$ cat config.mk
export PLATFORM = sky130hd
export DESIGN_NAME = gmii2fifo24
export DESIGN_NICKNAME = d
export VERILOG_FILES = /design/src/source/gmii_rx_pkg.sv /design/src/source/header_field_latch.sv /design/src/source/udp_header_filter.sv /design/src/source/payload_byte_gather.sv /design/src/source/pixel_word_former.sv /design/src/source/gmii2fifo24.sv
export VERILOG_INCLUDE_DIRS = /design/src /design/src/source
export SDC_FILE = /design/constraint.sdc
export NUM_CORES = 1
export LEC_CHECK = 0
export BUFFER_PORTS_ARGS = -buffer_cell sky130_fd_sc_hd__buf_2
export CAP_MARGIN = 20
export CELL_PAD_IN_SITES_DETAIL_PLACEMENT = 1
export CELL_PAD_IN_SITES_GLOBAL_PLACEMENT = 1
export CORE_AREA = 2 2 146 148
export CTS_CLUSTER_DIAMETER = 40
export DETAILED_ROUTE_END_ITERATION = 7
export DIE_AREA = 0 0 148 150
export GPL_TIMING_DRIVEN = 1
export PLACE_DENSITY = 0.8
export SETUP_SLACK_MARGIN = 0.4
export SYNTH_ARGS = -nofsm -noshare
export SYNTH_HDL_FRONTEND = slang
export SYNTH_HIERARCHICAL = 1
export SYNTH_SLANG_ARGS = --single-unit
$ cat constraint.sdc
create_clock -name clk125 -period 6.8 [get_ports clk125]
set_clock_uncertainty 0.15 [all_clocks]
set_input_delay 1.7 -clock clk125 [delete_from_list [all_inputs] [get_ports clk125]]
set_output_delay 1.7 -clock clk125 [all_outputs]
set_load 0.01 [all_outputs]
$ cat src/source/gmii_rx_settings.svh
`ifndef GMII_RX_SETTINGS_SVH
`define GMII_RX_SETTINGS_SVH

// ------------------------------
// Header byte offsets
// ------------------------------
// Counted from the first preamble byte (offset 0)
`define GMII_OFS_ETH_TYPE   20  // EtherType, 2 bytes, big-endian
`define GMII_OFS_IP_VER     22  // IPv4 version/IHL
`define GMII_OFS_IP_PROTO   31  // IPv4 protocol
`define GMII_OFS_UDP_DST    44  // UDP destination port, big-endian
`define GMII_OFS_X_INFO     50  // Start x, little-endian
`define GMII_OFS_Y_INFO     52  // Start y, little-endian
`define GMII_OFS_PAYLOAD    54  // First pixel byte

// ------------------------------
// Match values
// ------------------------------
`define GMII_ETH_TYPE_IPV4  16'h0800
`define GMII_IP_VER_IHL     8'h45   // IPv4, 20-byte header
`define GMII_IP_PROTO_UDP   8'h11
`define GMII_UDP_PORT       16'h3039  // 12345

// Frame byte offset counter width
`define GMII_OFS_WIDTH      11

`endif

$ cat src/source/gmii_rx_pkg.sv
`default_nettype none

`include "gmii_rx_settings.svh"

package gmii_rx_pkg;

  // ------------------------------
  // Stream and header types
  // ------------------------------
  typedef logic [7:0]  gmii_byte_t;   // One GMII data byte
  typedef logic [15:0] half_word_t;   // Type, port, coordinate word

  // Position within the frame, saturating counter
  typedef logic [`GMII_OFS_WIDTH-1:0] byte_offset_t;

  // ------------------------------
  // Pixel types
  // ------------------------------
  typedef logic [11:0] coord_t;       // Screen coordinate
  typedef logic [23:0] rgb_t;         // Three payload bytes

  // Output word, y on top, bytes at the bottom
  typedef struct packed {
    coord_t y;
    coord_t x;
    rgb_t   rgb;   // First payload byte in [23:16]
  } pixel_word_t;

endpackage

`default_nettype wire

$ cat src/source/header_field_latch.sv
`default_nettype none

module header_field_latch #(
  parameter type field_t       = gmii_rx_pkg::gmii_byte_t,
  parameter int  OFFSET        = 0,
  parameter bit  LITTLE_ENDIAN = 1'b0
) (
  input  logic                      clk125,
  input  logic                      sys_rst,
  input  gmii_rx_pkg::byte_offset_t byte_offset,
  input  gmii_rx_pkg::gmii_byte_t   rxd,
  input  logic                      rx_dv,
  output field_t                    field
);
  import gmii_rx_pkg::*;

  localparam int WIDTH  = $bits(field_t);
  localparam int NBYTES = WIDTH / 8;   // Whole bytes only

  byte_offset_t     rel;        // Byte index inside the field
  logic             in_field;   // Current byte belongs to this field
  logic             last_byte;
  logic [WIDTH-1:0] acc;        // Bytes gathered so far
  logic [WIDTH-1:0] acc_nxt;

  assign rel       = byte_offset - byte_offset_t'(OFFSET);
  assign in_field  = rx_dv && (byte_offset >= byte_offset_t'(OFFSET)) &&
                     (rel < byte_offset_t'(NBYTES));
  assign last_byte = (rel == byte_offset_t'(NBYTES - 1));

  // Drop the incoming byte into its lane
  always_comb begin
    acc_nxt = acc;
    for (int i = 0; i < NBYTES; i++) begin
      if (rel == byte_offset_t'(i)) begin
        if (LITTLE_ENDIAN)
          acc_nxt[8*i +: 8] = rxd;              // LSB first
        else
          acc_nxt[8*(NBYTES-1-i) +: 8] = rxd;   // MSB first
      end
    end
  end

  always_ff @(posedge clk125) begin
    if (in_field)
      acc <= acc_nxt;
  end

  // Whole field commits on its last byte, held until next frame
  always_ff @(posedge clk125) begin
    if (sys_rst)
      field <= field_t'('0);
    else if (in_field && last_byte)
      field <= field_t'(acc_nxt);
  end

endmodule

`default_nettype wire

$ cat src/source/udp_header_filter.sv
`default_nettype none

`include "gmii_rx_settings.svh"

module udp_header_filter (
  input  logic                      clk125,
  input  logic                      sys_rst,
  input  gmii_rx_pkg::byte_offset_t byte_offset,
  input  gmii_rx_pkg::gmii_byte_t   rxd,
  input  logic                      rx_dv,
  output logic                      udp_accept,
  output gmii_rx_pkg::coord_t       x_origin,
  output gmii_rx_pkg::coord_t       y_origin
);
  import gmii_rx_pkg::*;

  // Last header byte, y high byte
  localparam byte_offset_t ACCEPT_OFS = byte_offset_t'(`GMII_OFS_PAYLOAD - 1);

  half_word_t eth_type;
  gmii_byte_t ip_ver;
  gmii_byte_t ip_proto;
  half_word_t udp_dst;
  half_word_t x_word;    // Start x as sent
  half_word_t y_word;    // Start y as sent
  logic       hdr_match;

  // ------------------------------
  // Field captures
  // ------------------------------
  header_field_latch #(
    .field_t(half_word_t), .OFFSET(`GMII_OFS_ETH_TYPE), .LITTLE_ENDIAN(1'b0)
  ) eth_type_i (
    .clk125, .sys_rst, .byte_offset, .rxd, .rx_dv, .field(eth_type)
  );

  header_field_latch #(
    .field_t(gmii_byte_t), .OFFSET(`GMII_OFS_IP_VER), .LITTLE_ENDIAN(1'b0)
  ) ip_ver_i (
    .clk125, .sys_rst, .byte_offset, .rxd, .rx_dv, .field(ip_ver)
  );

  header_field_latch #(
    .field_t(gmii_byte_t), .OFFSET(`GMII_OFS_IP_PROTO), .LITTLE_ENDIAN(1'b0)
  ) ip_proto_i (
    .clk125, .sys_rst, .byte_offset, .rxd, .rx_dv, .field(ip_proto)
  );

  header_field_latch #(
    .field_t(half_word_t), .OFFSET(`GMII_OFS_UDP_DST), .LITTLE_ENDIAN(1'b0)
  ) udp_dst_i (
    .clk125, .sys_rst, .byte_offset, .rxd, .rx_dv, .field(udp_dst)
  );

  // Coordinates arrive little-endian
  header_field_latch #(
    .field_t(half_word_t), .OFFSET(`GMII_OFS_X_INFO), .LITTLE_ENDIAN(1'b1)
  ) x_word_i (
    .clk125, .sys_rst, .byte_offset, .rxd, .rx_dv, .field(x_word)
  );

  header_field_latch #(
    .field_t(half_word_t), .OFFSET(`GMII_OFS_Y_INFO), .LITTLE_ENDIAN(1'b1)
  ) y_word_i (
    .clk125, .sys_rst, .byte_offset, .rxd, .rx_dv, .field(y_word)
  );

  // ------------------------------
  // Accept decision
  // ------------------------------
  assign hdr_match = (eth_type == `GMII_ETH_TYPE_IPV4) &&
                     (ip_ver   == `GMII_IP_VER_IHL)    &&
                     (ip_proto == `GMII_IP_PROTO_UDP)  &&
                     (udp_dst  == `GMII_UDP_PORT);

  always_ff @(posedge clk125) begin
    if (sys_rst) begin
      udp_accept <= 1'b0;
    end else if (rx_dv) begin
      if (byte_offset == '0)
        udp_accept <= 1'b0;        // New frame, forget the old verdict
      else if (byte_offset == ACCEPT_OFS)
        udp_accept <= hdr_match;   // Held through the payload
    end
  end

  // Only 12 bits of each coordinate are used
  assign x_origin = x_word[11:0];
  assign y_origin = y_word[11:0];

endmodule

`default_nettype wire

$ cat src/source/payload_byte_gather.sv
`default_nettype none

`include "gmii_rx_settings.svh"

module payload_byte_gather (
  input  logic                      clk125,
  input  logic                      sys_rst,
  input  gmii_rx_pkg::byte_offset_t byte_offset,
  input  gmii_rx_pkg::gmii_byte_t   rxd,
  input  logic                      rx_dv,
  output gmii_rx_pkg::rgb_t         rgb,
  output logic                      rgb_valid
);

  logic [1:0] phase;          // Bytes already held of the current triplet
  logic       payload_byte;   // Valid byte past the header

  assign payload_byte = rx_dv &&
                        (byte_offset >= `GMII_OFS_WIDTH'(`GMII_OFS_PAYLOAD));

  // ------------------------------
  // Triplet phase and strobe
  // ------------------------------
  always_ff @(posedge clk125) begin
    if (sys_rst) begin
      phase     <= 2'd0;
      rgb_valid <= 1'b0;
    end else begin
      rgb_valid <= 1'b0;            // Single-cycle strobe
      if (!rx_dv) begin
        phase <= 2'd0;              // Partial triplet dropped
      end else if (payload_byte) begin
        if (phase == 2'd2) begin
          phase     <= 2'd0;
          rgb_valid <= 1'b1;        // Third byte in
        end else begin
          phase <= phase + 2'd1;
        end
      end
    end
  end

  // ------------------------------
  // Byte shifter
  // ------------------------------
  // First byte ends up in [23:16]
  always_ff @(posedge clk125) begin
    if (payload_byte)
      rgb <= {rgb[15:0], rxd};
  end

endmodule

`default_nettype wire

$ cat src/source/pixel_word_former.sv
`default_nettype none

module pixel_word_former (
  input  logic                     clk125,
  input  logic                     sys_rst,
  input  logic                     udp_accept,
  input  gmii_rx_pkg::coord_t      x_origin,
  input  gmii_rx_pkg::coord_t      y_origin,
  input  gmii_rx_pkg::rgb_t        rgb,
  input  logic                     rgb_valid,
  output gmii_rx_pkg::pixel_word_t datain,
  output logic                     recv_en
);
  import gmii_rx_pkg::*;

  coord_t      pix_idx;    // Pixels emitted in this frame
  logic        emit;       // Triplet of an accepted frame
  pixel_word_t word_nxt;

  assign emit = rgb_valid && udp_accept;

  // ------------------------------
  // Word assembly
  // ------------------------------
  always_comb begin
    word_nxt.y   = y_origin;
    word_nxt.x   = x_origin + pix_idx;   // Wraps at 4096
    word_nxt.rgb = rgb;
  end

  // ------------------------------
  // Pixel index
  // ------------------------------
  always_ff @(posedge clk125) begin
    if (sys_rst) begin
      pix_idx <= '0;
    end else if (!udp_accept) begin
      pix_idx <= '0;               // Idle or rejected frame
    end else if (emit) begin
      pix_idx <= pix_idx + 1'b1;
    end
  end

  // ------------------------------
  // Output register
  // ------------------------------
  always_ff @(posedge clk125) begin
    if (sys_rst) begin
      recv_en <= 1'b0;
      datain  <= '0;
    end else begin
      recv_en <= emit;             // One pulse per pixel
      if (emit)
        datain <= word_nxt;        // Held until the next pixel
    end
  end

endmodule

`default_nettype wire

$ cat src/source/gmii2fifo24.sv
`default_nettype none

module gmii2fifo24 (
  input  logic                     clk125,
  input  logic                     sys_rst,
  input  gmii_rx_pkg::gmii_byte_t  rxd,
  input  logic                     rx_dv,
  output gmii_rx_pkg::pixel_word_t datain,
  output logic                     recv_en
);
  import gmii_rx_pkg::*;

  localparam byte_offset_t OFS_MAX = '1;   // Saturation point

  byte_offset_t ofs_cnt;       // Offset of the next byte
  byte_offset_t byte_offset;   // Offset of the byte on rxd
  logic         udp_accept;
  coord_t       x_origin;
  coord_t       y_origin;
  rgb_t         rgb;
  logic         rgb_valid;

  // ------------------------------
  // Frame byte offset counter
  // ------------------------------
  // Zero whenever rx_dv is low
  assign byte_offset = rx_dv ? ofs_cnt : '0;

  always_ff @(posedge clk125) begin
    if (sys_rst) begin
      // Frame cut by reset is skipped until rx_dv drops
      ofs_cnt <= rx_dv ? OFS_MAX : '0;
    end else if (!rx_dv) begin
      ofs_cnt <= '0;
    end else if (ofs_cnt != OFS_MAX) begin
      ofs_cnt <= ofs_cnt + 1'b1;
    end
  end

  // ------------------------------
  // Header filter and payload side
  // ------------------------------
  udp_header_filter udp_header_filter_i (
    .clk125      (clk125),
    .sys_rst     (sys_rst),
    .byte_offset (byte_offset),
    .rxd         (rxd),
    .rx_dv       (rx_dv),
    .udp_accept  (udp_accept),
    .x_origin    (x_origin),
    .y_origin    (y_origin)
  );

  payload_byte_gather payload_byte_gather_i (
    .clk125      (clk125),
    .sys_rst     (sys_rst),
    .byte_offset (byte_offset),
    .rxd         (rxd),
    .rx_dv       (rx_dv),
    .rgb         (rgb),
    .rgb_valid   (rgb_valid)
  );

  // Output stage, two cycles behind the third byte
  pixel_word_former pixel_word_former_i (
    .clk125      (clk125),
    .sys_rst     (sys_rst),
    .udp_accept  (udp_accept),
    .x_origin    (x_origin),
    .y_origin    (y_origin),
    .rgb         (rgb),
    .rgb_valid   (rgb_valid),
    .datain      (datain),
    .recv_en     (recv_en)
  );

endmodule

`default_nettype wire

==> summary.md, run 1 <==
| Metric | Value |
|---|---|
| Status | finished, final reports clean |
| Post-DRT Antenna Nets | 0 |
| Pin count of the biggest net entering global routing | slightly below 100 |
| DRC Markers | 0 |
| Initial antenna violation count | 0 |
| Die X | around 150 um |
| Dpl cell area | ~0.011 mm2 |
| Setup TNS | 0 ps |
| CORE AREA | ~0.021 mm2 |
| I/O Buffers | between 50 and 60 |
| CTS resizes | 0 |
| Antenna Cells | 0 |
| Arrival time worst endpoint | 4760 ps |
| Synthesis-to-layout area growth | 14.8% |
| Top Metal Used | met4 |
| Dpl cells | 1300 |
| Nets@finish | roughly 1100 |
| Total net switching power | ~700 uW |
| Gate Count Post-Synth | about 1000 |
| Dpl ws | 1690 ps |
| Post-layout util | 0.570 |
| Die Footprint | between 0.02 and 0.025 mm2 |
| Fmax | 217 MHz |
| Combinational power share | 0.059 |
| Slew HR | 0.332 |
| Clock share of power | 0.513 |
| Avg Inst Size Synth | 10.3 um2 |
| Gpl congestion | 0.791 |
| GRT Total Usage | 0.222 |
| Remaining Overflow, GRT | 0 |
| Cells along the critical path | buf_2, and2_2, inv_1, ha_1, nand3b_1, o21ai_0, a22oi_2, nor4_4, mux2_2 |
| Worst hold path type | flop to flop |
| CP endpoint kind | flop |
| Hold Startpoint | pixel_word_former_i/datain[33]$_SDFFE_PP0P_ |
| Sw Share | 0.234 |
| Total Wirelength | around 24000 um |
| Drt pass-1 iters | 4 |
| CP max stage delay | 600 ps |
| Yosys Warn Count | 6 |
| Syn Nets | roughly 1000 |
| Seq pwr share | 0.429 |
| CTS HTree Levels | 1 |
| P_int | 2300 uW |
| Reg clk slew, reported paths | ~60 ps |
| Mapped Area | slightly above 0.01 mm2 |
| FP Rows | between 50 and 60 |
| Slew @ Worst Pin | about 970 ps |
| Post-route cell area | approximately 0.012 mm2 |
| DRC marker count from the first detailed-route iteration | 265 |
| CP top delay family | simple AND/OR/NAND/NOR gates |
| MaxCap Viol Count | 0 |
| Clock Sinks | approximately 200 |
| Leak | about 0.0041 uW |
| Worst r2r src | ofs_cnt[2]$_DFFE_PP_ |
| Number of fill cells in the layout | around 2300 |
| # hold bufs at CTS | 0 |
| Crit Path Max Fanout | 30 |
| CP Class | primary input to flop |
| Number of global-route vias before repair | 7945 |
| M1 WL | around 11000 um |
| WL met2 | roughly 12000 um |
| WP data required | 6940 ps |
| Post-DP HPWL | roughly 16000 um |
| Met3 WL | 688 um |
| Worst VDD drop | 0.174 mV |
| Average vias per placed instance | about 5.6 |
| Final slew viol count | 0 |
| Period utilization | 0.679 |
| Fin crit period | around 4600 ps |
| Setup violations, final | 0 |
| RSZ-0062 raised after global routing | false |
| Final setup margin | ~2200 ps |
| CP Launch Type | primary input |
| Clk_lat worst skew | ~550 ps |
| Vert. Die Dim | 150 um |
| Final Non-Filler Cells | ~1400 |
| Routed via count | between 7000 and 8000 |
| CP max-delay cell | and2_2 |
| Clk buf depth | 3 |
| I/O pin count | 60 |
| Starting Density | 0.496 |
| First-pass GRT wire length | 40500 um |
| Final number of hold-violating endpoints | 0 |
| # Post-CTS Setup Buffers | 0 |
| Cell Pwr Density | between 200 and 300 mW/mm2 |
| Avg WL per Cell | ~18 um |
| Worst path bufs/invs | 2 |
| Root buf cell | clkbuf_16 |
| TritonCTS clock tree | done |
| Worst Setup SP | rx_dv |
| Cts bufs inserted | 31 |
| Share of cells above drive strength 1 | 0.179 |
registers in the layout, summed over array words and instances, names as in the netlist, 2 cells and up:
register,cells
udp_header_filter_i/eth_type_i/acc,8
payload_byte_gather_i/rgb,24
payload_byte_gather_i/phase,2
udp_header_filter_i/y_word_i/acc,8
pixel_word_former_i/pix_idx,12
udp_header_filter_i/udp_dst_i/field,16
pixel_word_former_i/datain,48
udp_header_filter_i/udp_dst_i/acc,8
udp_header_filter_i/eth_type_i/field,16
udp_header_filter_i/ip_ver_i/field,8
udp_header_filter_i/x_word_i/field,12
udp_header_filter_i/ip_proto_i/field,8
ofs_cnt,11
udp_header_filter_i/y_word_i/field,12
udp_header_filter_i/x_word_i/acc,8
metal layers:
layer	vias up	track usage
li1	3730	-
met1	3725	0.279
met2	101	0.409
met3	32	0.0287
met4	0	0.0443
met5	-	0
per-stage QoR:
| step | hold WS [ps] | total power, uW |
|---|---|---|
| after floorplan | 276 | 1430 |
| after global placement | 282 | 1480 |
| after detailed placement | 290 | 1490 |
| after CTS | 302 | 3030 |
| after global routing | 315 | 3110 |
| final | 297 | 3000 |
worst reg2reg max path, delay by kind of cell, from the launching register on:
family                   cells  cell delay, ps
flip-flops                   1             500
multiplexers                 1             420
buffers and inverters        1             120
adder cells (fa/ha/maj)      1             240
AO/OA/AOI/OAI                2             520
AND/OR/NAND/NOR              3            1360
worst paths after layout:
check | end | slack (ps) | cells after the start
max reg2reg | udp_header_filter_i/y_word_i/acc[1]$_DFFE_PP_ | 3260 | 8
min | pixel_word_former_i/datain[33]$_SDFFE_PP0P_ | 300 | 2
max | udp_header_filter_i/y_word_i/acc[1]$_DFFE_PP_ | 2180 | 9
min reg2reg | pixel_word_former_i/datain[33]$_SDFFE_PP0P_ | 300 | 2
cell type report:
cell class | count | area [um2] | area share
Inverter | 16 | 60.1 | 0.00510
Clock inverter | 21 | 211 | 0.0179
Sequential cell | 204 | 4750 | 0.403
Timing Repair Buffer | 71 | 388 | 0.0329
Tap cell | 275 | 344 | 0.0292
Clock buffer | 37 | 808 | 0.0686
Multi-Input combinational cell | 734 | 5220 | 0.443
power by group through the flow:
| stage | combinational (uW) | clock [uW] | sequential, uW |
|---|---|---|---|
| after floorplan | 126 | 0 | 1310 |
| after global placement | 170 | 0 | 1310 |
| after detailed placement | 174 | 0 | 1310 |
| after CTS | 176 | 1570 | 1290 |
| after global routing | 194 | 1620 | 1290 |
| final | 176 | 1540 | 1290 |
placed cells by master, fill, tap and decap left out, types with 24 or more instances in the layout:
master	instances
nor2_1	32
mux2i_1	69
nand2b_1	126
ha_1	24
dfxtp_1	137
a21oi_1	64
buf_2	58
nand4_1	26
nand2_1	116
mux2_2	31
edfxtp_1	67
clkbuf_16	31
No activity file was read; power rests on OpenSTA's default activity.
==> inputs of run 2 (changes only) <==
Settings changed: CORE_AREA 2 2 146 148 to 2 2 159 161, DIE_AREA 0 0 148 150 to 0 0 161 163, PLACE_DENSITY 0.8 to 0.71.
Clock period 6.8 ns to 3.74 ns, I/O delays scaled along.
==> summary.md, run 2 (synthesized netlist as in run 1, its figures left out) <==
| Metric | Value |
|---|---|
| Status | finished, final reports clean |
| Largest regs | pixel_word_former_i/datain: 48 flops, payload_byte_gather_i/rgb: 24 flops |
| First-pass GRT wire length | ~41000 um |
| Number of global-route vias before repair | 7787 |
| Post-route cell area | around 0.012 mm2 |
| Leading cell types in the layout, fill and taps excluded | 137 x dfxtp_1, 126 x nand2b_1, 116 x nand2_1 |
| Final number of hold-violating endpoints | 0 |
| Flop-to-flop setup slack | 640 ps |
| RSZ-0062 raised after global routing | false |
| DRC marker count from the first detailed-route iteration | roughly 410 |
| Initial antenna violation count | 0 |
| Final slew viol count | 0 |
| Die Footprint | between 0.02 and 0.03 mm2 |
| WP data required | approximately 3800 ps |
| Period utilization | 0.853 |
| Max FFs per register | 48 |
| Post-DRT Antenna Nets | 0 |
| Pin count of the biggest net entering global routing | 50 |
| Crit Reg-Reg Endpoint | udp_header_filter_i/eth_type_i/acc[14]$_DFFE_PP_ |
| Gpl congestion | 0.817 |
| Routed via count | 7684 |
| Die X | ~160 um |
| Setup violations, final | 0 |
| Hold EP | pixel_word_former_i/datain[34]$_SDFFE_PP0P_ |
| I/O pin count | 60 |
| TritonCTS clock tree | done |
| Slew HR | 0.362 |
| Crit Path Max Fanout | 17 |
| Remaining Overflow, GRT | 0 |
| DRC Markers | 0 |
| Dpl cell area | around 0.011 mm2 |
| Worst hold path type | flop to flop |
| CP Launch Type | primary input |
| Average vias per placed instance | ~5.3 |
| Hold depth | 2 |
| Total Wirelength | 25100 um |
| Avg WL per Cell | 17.4 um |
| Cts bufs inserted | 34 |
| Number of fill cells in the layout | roughly 2800 |
| Reg with most FFs | pixel_word_former_i/datain |
| Share of cells above drive strength 1 | 0.217 |
| Starting Density | 0.416 |
| CP Class | primary input to flop |
| I/O Buffers | 59 |
| Synthesis-to-layout area growth | 19.2% |
| CORE AREA | about 0.025 mm2 |
| Clk_lat worst skew | around 510 ps |
| Post-DP HPWL | 16500 um |
| Antenna Cells | 0 |
| CP endpoint kind | flop |
| Fin crit period | approximately 3200 ps |
| R2R depth | 8 |
| Clk buf depth | 3 |
| Cell Pwr Density | 475 mW/mm2 |
| Root buf cell | clkbuf_16 |
| Hold Startpoint | pixel_word_former_i/datain[34]$_SDFFE_PP0P_ |
| Worst r2r src | ofs_cnt[2]$_DFFE_PP_ |
| FP Rows | just under 60 |
| Drt pass-1 iters | 4 |
| CTS HTree Levels | 2 |
| Setup TNS | 0 ps |
| Slew @ Worst Pin | between 900 and 1000 ps |
| Reg clk slew, reported paths | 50 ps |
| MaxCap Viol Count | 0 |
| Most common cell after layout, fill and taps aside | dfxtp_1 |
| Vert. Die Dim | around 160 um |
| Nets@finish | between 1000 and 1500 |
| Clock Sinks | around 200 |
| Leak | between 0.004 and 0.005 uW |
| Worst VDD drop | about 0.32 mV |
| Arrival time worst endpoint | approximately 3300 ps |
| Fmax | around 310 MHz |
| GRT Total Usage | 0.194 |
==> run 2: cell types whose count changed in the layout (fill, tap and decap cells not counted), sizes merged <==
cell,delta
buf,+23
clkinvlp,+1
bufinv,-1
clkbuf,+2
inv,+7
clkinv,-5
==> run 2: worst max-delay path by stage <==
stage               cells past startpoint                                          endpoint   from  slack (ps)
CTS                                     9  udp_header_filter_i/eth_type_i/acc[14]$_DFFE_PP_  rx_dv         530
global placement                        9  udp_header_filter_i/eth_type_i/acc[15]$_DFFE_PP_  rx_dv         100
finish                                  9  udp_header_filter_i/eth_type_i/acc[14]$_DFFE_PP_  rx_dv         550
global route                           10     udp_header_filter_i/y_word_i/acc[3]$_DFFE_PP_  rx_dv         410
floorplan                               9  udp_header_filter_i/eth_type_i/acc[11]$_DFFE_PP_  rx_dv         270
detailed placement                      9  udp_header_filter_i/eth_type_i/acc[14]$_DFFE_PP_  rx_dv          10
==> run 2: through the flow <==
step / total power, uW / setup slack [ps] / hold WS, ps / util / instances
floorplan: 2620 / 269 / 276 / - / 998
global placement: 2730 / 97.4 / 285 / 0.449 / 1378
detailed placement: 2740 / 13.1 / 283 / 0.449 / 1378
CTS: 5890 / 531 / 295 / 0.496 / 1440
global route: 6010 / 406 / 305 / 0.496 / 1440
finish: 5810 / 549 / 294 / 0.496 / 1440
==> run 2: repair_timing <==
action,4_1_cts,5_1_grt
setup buffers,0,0
hold buffers,0,0
resized for setup,0,0
setup endpoints to repair,0,4
==> run 2: layout make-up <==
type / instances / area, um2 / area share
multi-input cells: 734 / 5290 / 0.432
clock inverters: 23 / 239 / 0.0195
repair buffers: 94 / 573 / 0.0468
clock buffers: 39 / 911 / 0.0744
flip-flops and latches: 204 / 4750 / 0.388
inverters: 16 / 60.1 / 0.00491
well taps: 330 / 413 / 0.0337
==> run 2: worst max-delay path, stage by stage <==
cell and delay, ps:
buf_2 180, and2_4 290, inv_1 90, ha_1 200, and2b_2 280, a21oi_1 110
or3_4 370, a211oi_4 450, mux2_2 390
==> run 2: per-layer routing <==
layer  routed length [um]  track usage  share of wire
met4                  429       0.0588          0.017
met3                  938       0.0326          0.037
met5                    0            0              0
met1                11700        0.254           0.47
met2                12000        0.329           0.48
==> run 2: power by group <==
group          leakage [uW]  internal [uW]  switching (uW)
Combinational       0.00214            130             218
Clock              0.000556           1940            1180
Sequential          0.00163           2320            24.9
Total               0.00433           4390            1420
==> inputs of run 3 (changes only) <==
Settings changed: BUFFER_PORTS_ARGS -buffer_cell sky130_fd_sc_hd__buf_2 to not set, CORE_AREA 2 2 159 161 to 2 2 157 159, DIE_AREA 0 0 161 163 to 0 0 159 161, DONT_BUFFER_PORTS set to 1, PLACE_DENSITY 0.71 to 0.7.
==> summary.md, run 3 (synthesized netlist as in run 1, its figures left out) <==
| Metric | Value |
|---|---|
| Most common cell after layout, fill and taps aside | dfxtp_1 |
| Root buf cell | clkbuf_16 |
| Worst hold path type | flop to flop |
| Synthesis-to-layout area growth | 15.1% |
| Clock Sinks | ~200 |
| Largest regs | pixel_word_former_i/datain: 48 flops, payload_byte_gather_i/rgb: 24 flops |
| DRC Markers | 0 |
| Clk_lat worst skew | roughly 500 ps |
| Setup TNS | 0 ps |
| FP Rows | 57 |
| Leading cell types in the layout, fill and taps excluded | 137 x dfxtp_1, 126 x nand2b_1, 116 x nand2_1 |
| CP endpoint kind | flop |
| Slew HR | 0.350 |
| Met1 Resource Use GR | 0.245 |
| CP Launch Type | flop |
| Fmax | 318 MHz |
| I/O pin count | 60 |
| Reg with most FFs | pixel_word_former_i/datain |
| # hold bufs at CTS | 0 |
| Clk buf depth | 3 |
| Nets@finish | 1047 |
| Leak | a little under 0.004 uW |
| Max FFs per register | between 40 and 50 |
| Cell Pwr Density | 485 mW/mm2 |
| First-pass GRT wire length | between 40000 and 50000 um |
| CTS HTree Levels | 2 |
| Vert. Die Dim | 161 um |
| CP max stage delay | around 500 ps |
| WP data required | roughly 3800 ps |
| Period utilization | 0.841 |
| R2R depth | 8 |
| Crit Path Max Fanout | 22 |
| DRC marker count from the first detailed-route iteration | between 300 and 400 |
| Drt pass-1 iters | 4 |
| Number of global-route vias before repair | 7735 |
| Routed via count | approximately 7400 |
| Worst r2r src | ofs_cnt[2]$_DFFE_PP_ |
| Gpl congestion | approximately 0.80 |
| Setup violations, final | 0 |
| Fin crit period | 3140 ps |
| Total Wirelength | about 25000 um |
| TritonCTS clock tree | done |
| Post-layout util | 0.493 |
| GRT Total Usage | 0.193 |
| Cts bufs inserted | 34 |
| Final number of hold-violating endpoints | 0 |
| # Post-CTS Setup Buffers | 0 |
| Slew @ Worst Pin | approximately 980 ps |
| Status | finished, final reports clean |
| Crit Reg-Reg Endpoint | udp_header_filter_i/eth_type_i/acc[13]$_DFFE_PP_ |
| CORE AREA | around 0.024 mm2 |
| Cells along the critical path | and2_4, inv_1, ha_1, and2b_2, a21oi_1, or3_4, a211oi_4, mux2_2 |
| Pin count of the biggest net entering global routing | 190 |
| RSZ-0062 raised after global routing | false |
| Hold EP | payload_byte_gather_i/rgb[13]$_DFFE_PP_ |
| I/O Buffers | 0 |
| Post-route cell area | between 0.01 and 0.015 mm2 |
| Levels on crit path | 8 |
| Top Usage Layer GRT | met2 |
| Dpl cell area | approximately 0.011 mm2 |
| Remaining Overflow, GRT | 0 |
| CTS resizes | 0 |
| Initial antenna violation count | 0 |
| Hold depth | 0 |
| Final slew viol count | 0 |
| Average vias per placed instance | about 5.5 |
| Die Footprint | roughly 0.026 mm2 |
| MaxCap Viol Count | 0 |
| Avg WL per Cell | approximately 18 um |
| Arrival time worst endpoint | ~3200 ps |
| CP Class | flop to flop |
| Starting Density | 0.428 |
| Reg clk slew, reported paths | 50 ps |
| Met2 Track Usage GR | 0.328 |
| Hold Startpoint | payload_byte_gather_i/rgb[5]$_DFFE_PP_ |
| Flop-to-flop setup slack | between 500 and 600 ps |
| Share of cells above drive strength 1 | 0.159 |
| Antenna Cells | 0 |
| Worst path bufs/invs | 1 |
| CP max-delay cell | edfxtp_1 |
| Post-DP HPWL | 15600 um |
| GRT met3 Usage | 0.0411 |
| Die X | roughly 160 um |
| Post-DRT Antenna Nets | 0 |
| Worst VDD drop | roughly 0.36 mV |
| CP top delay family | simple AND/OR/NAND/NOR gates |
[run 3: cell count changes in the layout (fill, tap and decap cells not counted), moves of 2 or more]
cell / change
clkinv_4: +2
buf_2: -58
clkinv_1: +3
buf_4: -14
inv_6: -6
[run 3: report_power, final]
| part | switching [uW] | total (uW) | internal [uW] |
|---|---|---|---|
| combinational | 160 | 278 | 118 |
| sequential | 22.2 | 2340 | 2320 |
| clock | 1150 | 3110 | 1960 |
[run 3: per-layer routing]
layer	vias to the layer above	wire (um)
met5	-	0
met4	0	582
met3	42	1220
met2	130	11800
met1	3610	11300
li1	3639	-
[run 3: worst max-delay path by stage]
stage	startpoint	endpoint	slack, ps
floorplan	rx_dv	udp_header_filter_i/eth_type_i/acc[11]$_DFFE_PP_	270
global route	ofs_cnt[2]$_DFFE_PP_	udp_header_filter_i/eth_type_i/acc[8]$_DFFE_PP_	450
finish	ofs_cnt[2]$_DFFE_PP_	udp_header_filter_i/eth_type_i/acc[13]$_DFFE_PP_	600
CTS	ofs_cnt[2]$_DFFE_PP_	udp_header_filter_i/eth_type_i/acc[13]$_DFFE_PP_	570
detailed placement	rx_dv	udp_header_filter_i/eth_type_i/acc[8]$_DFFE_PP_	220
global placement	rx_dv	udp_header_filter_i/eth_type_i/acc[9]$_DFFE_PP_	280
[run 3: worst reg2reg max path, cell delays in order, from the launching register on]
cell      delay, ps
edfxtp_1        500
and2_4          350
inv_1            90
ha_1            220
and2b_2         260
a21oi_1          90
or3_4           370
a211oi_4        470
mux2_2          400
[run 3: area by class of cell]
cell class              count  area [um2]
fillers                  2623       12100
multi-input cells         734        5290
flip-flops and latches    204        4750
clock buffers              40         936
well taps                 324         405
clock inverters            22         215
repair buffers             21         158
inverters                  16        60.1
[run 3: metrics by stage]
| stage | cells | total power (uW) | hold WS, ps | setup WS, ps |
|---|---|---|---|---|
| finish | 1361 | 5730 | 294 | 596 |
| global route | 1361 | 5930 | 305 | 450 |
| CTS | 1361 | 5810 | 296 | 571 |
| detailed placement | 1299 | 2660 | 287 | 217 |
| global placement | 1299 | 2660 | 283 | 284 |
| floorplan | 998 | 2620 | 276 | 269 |
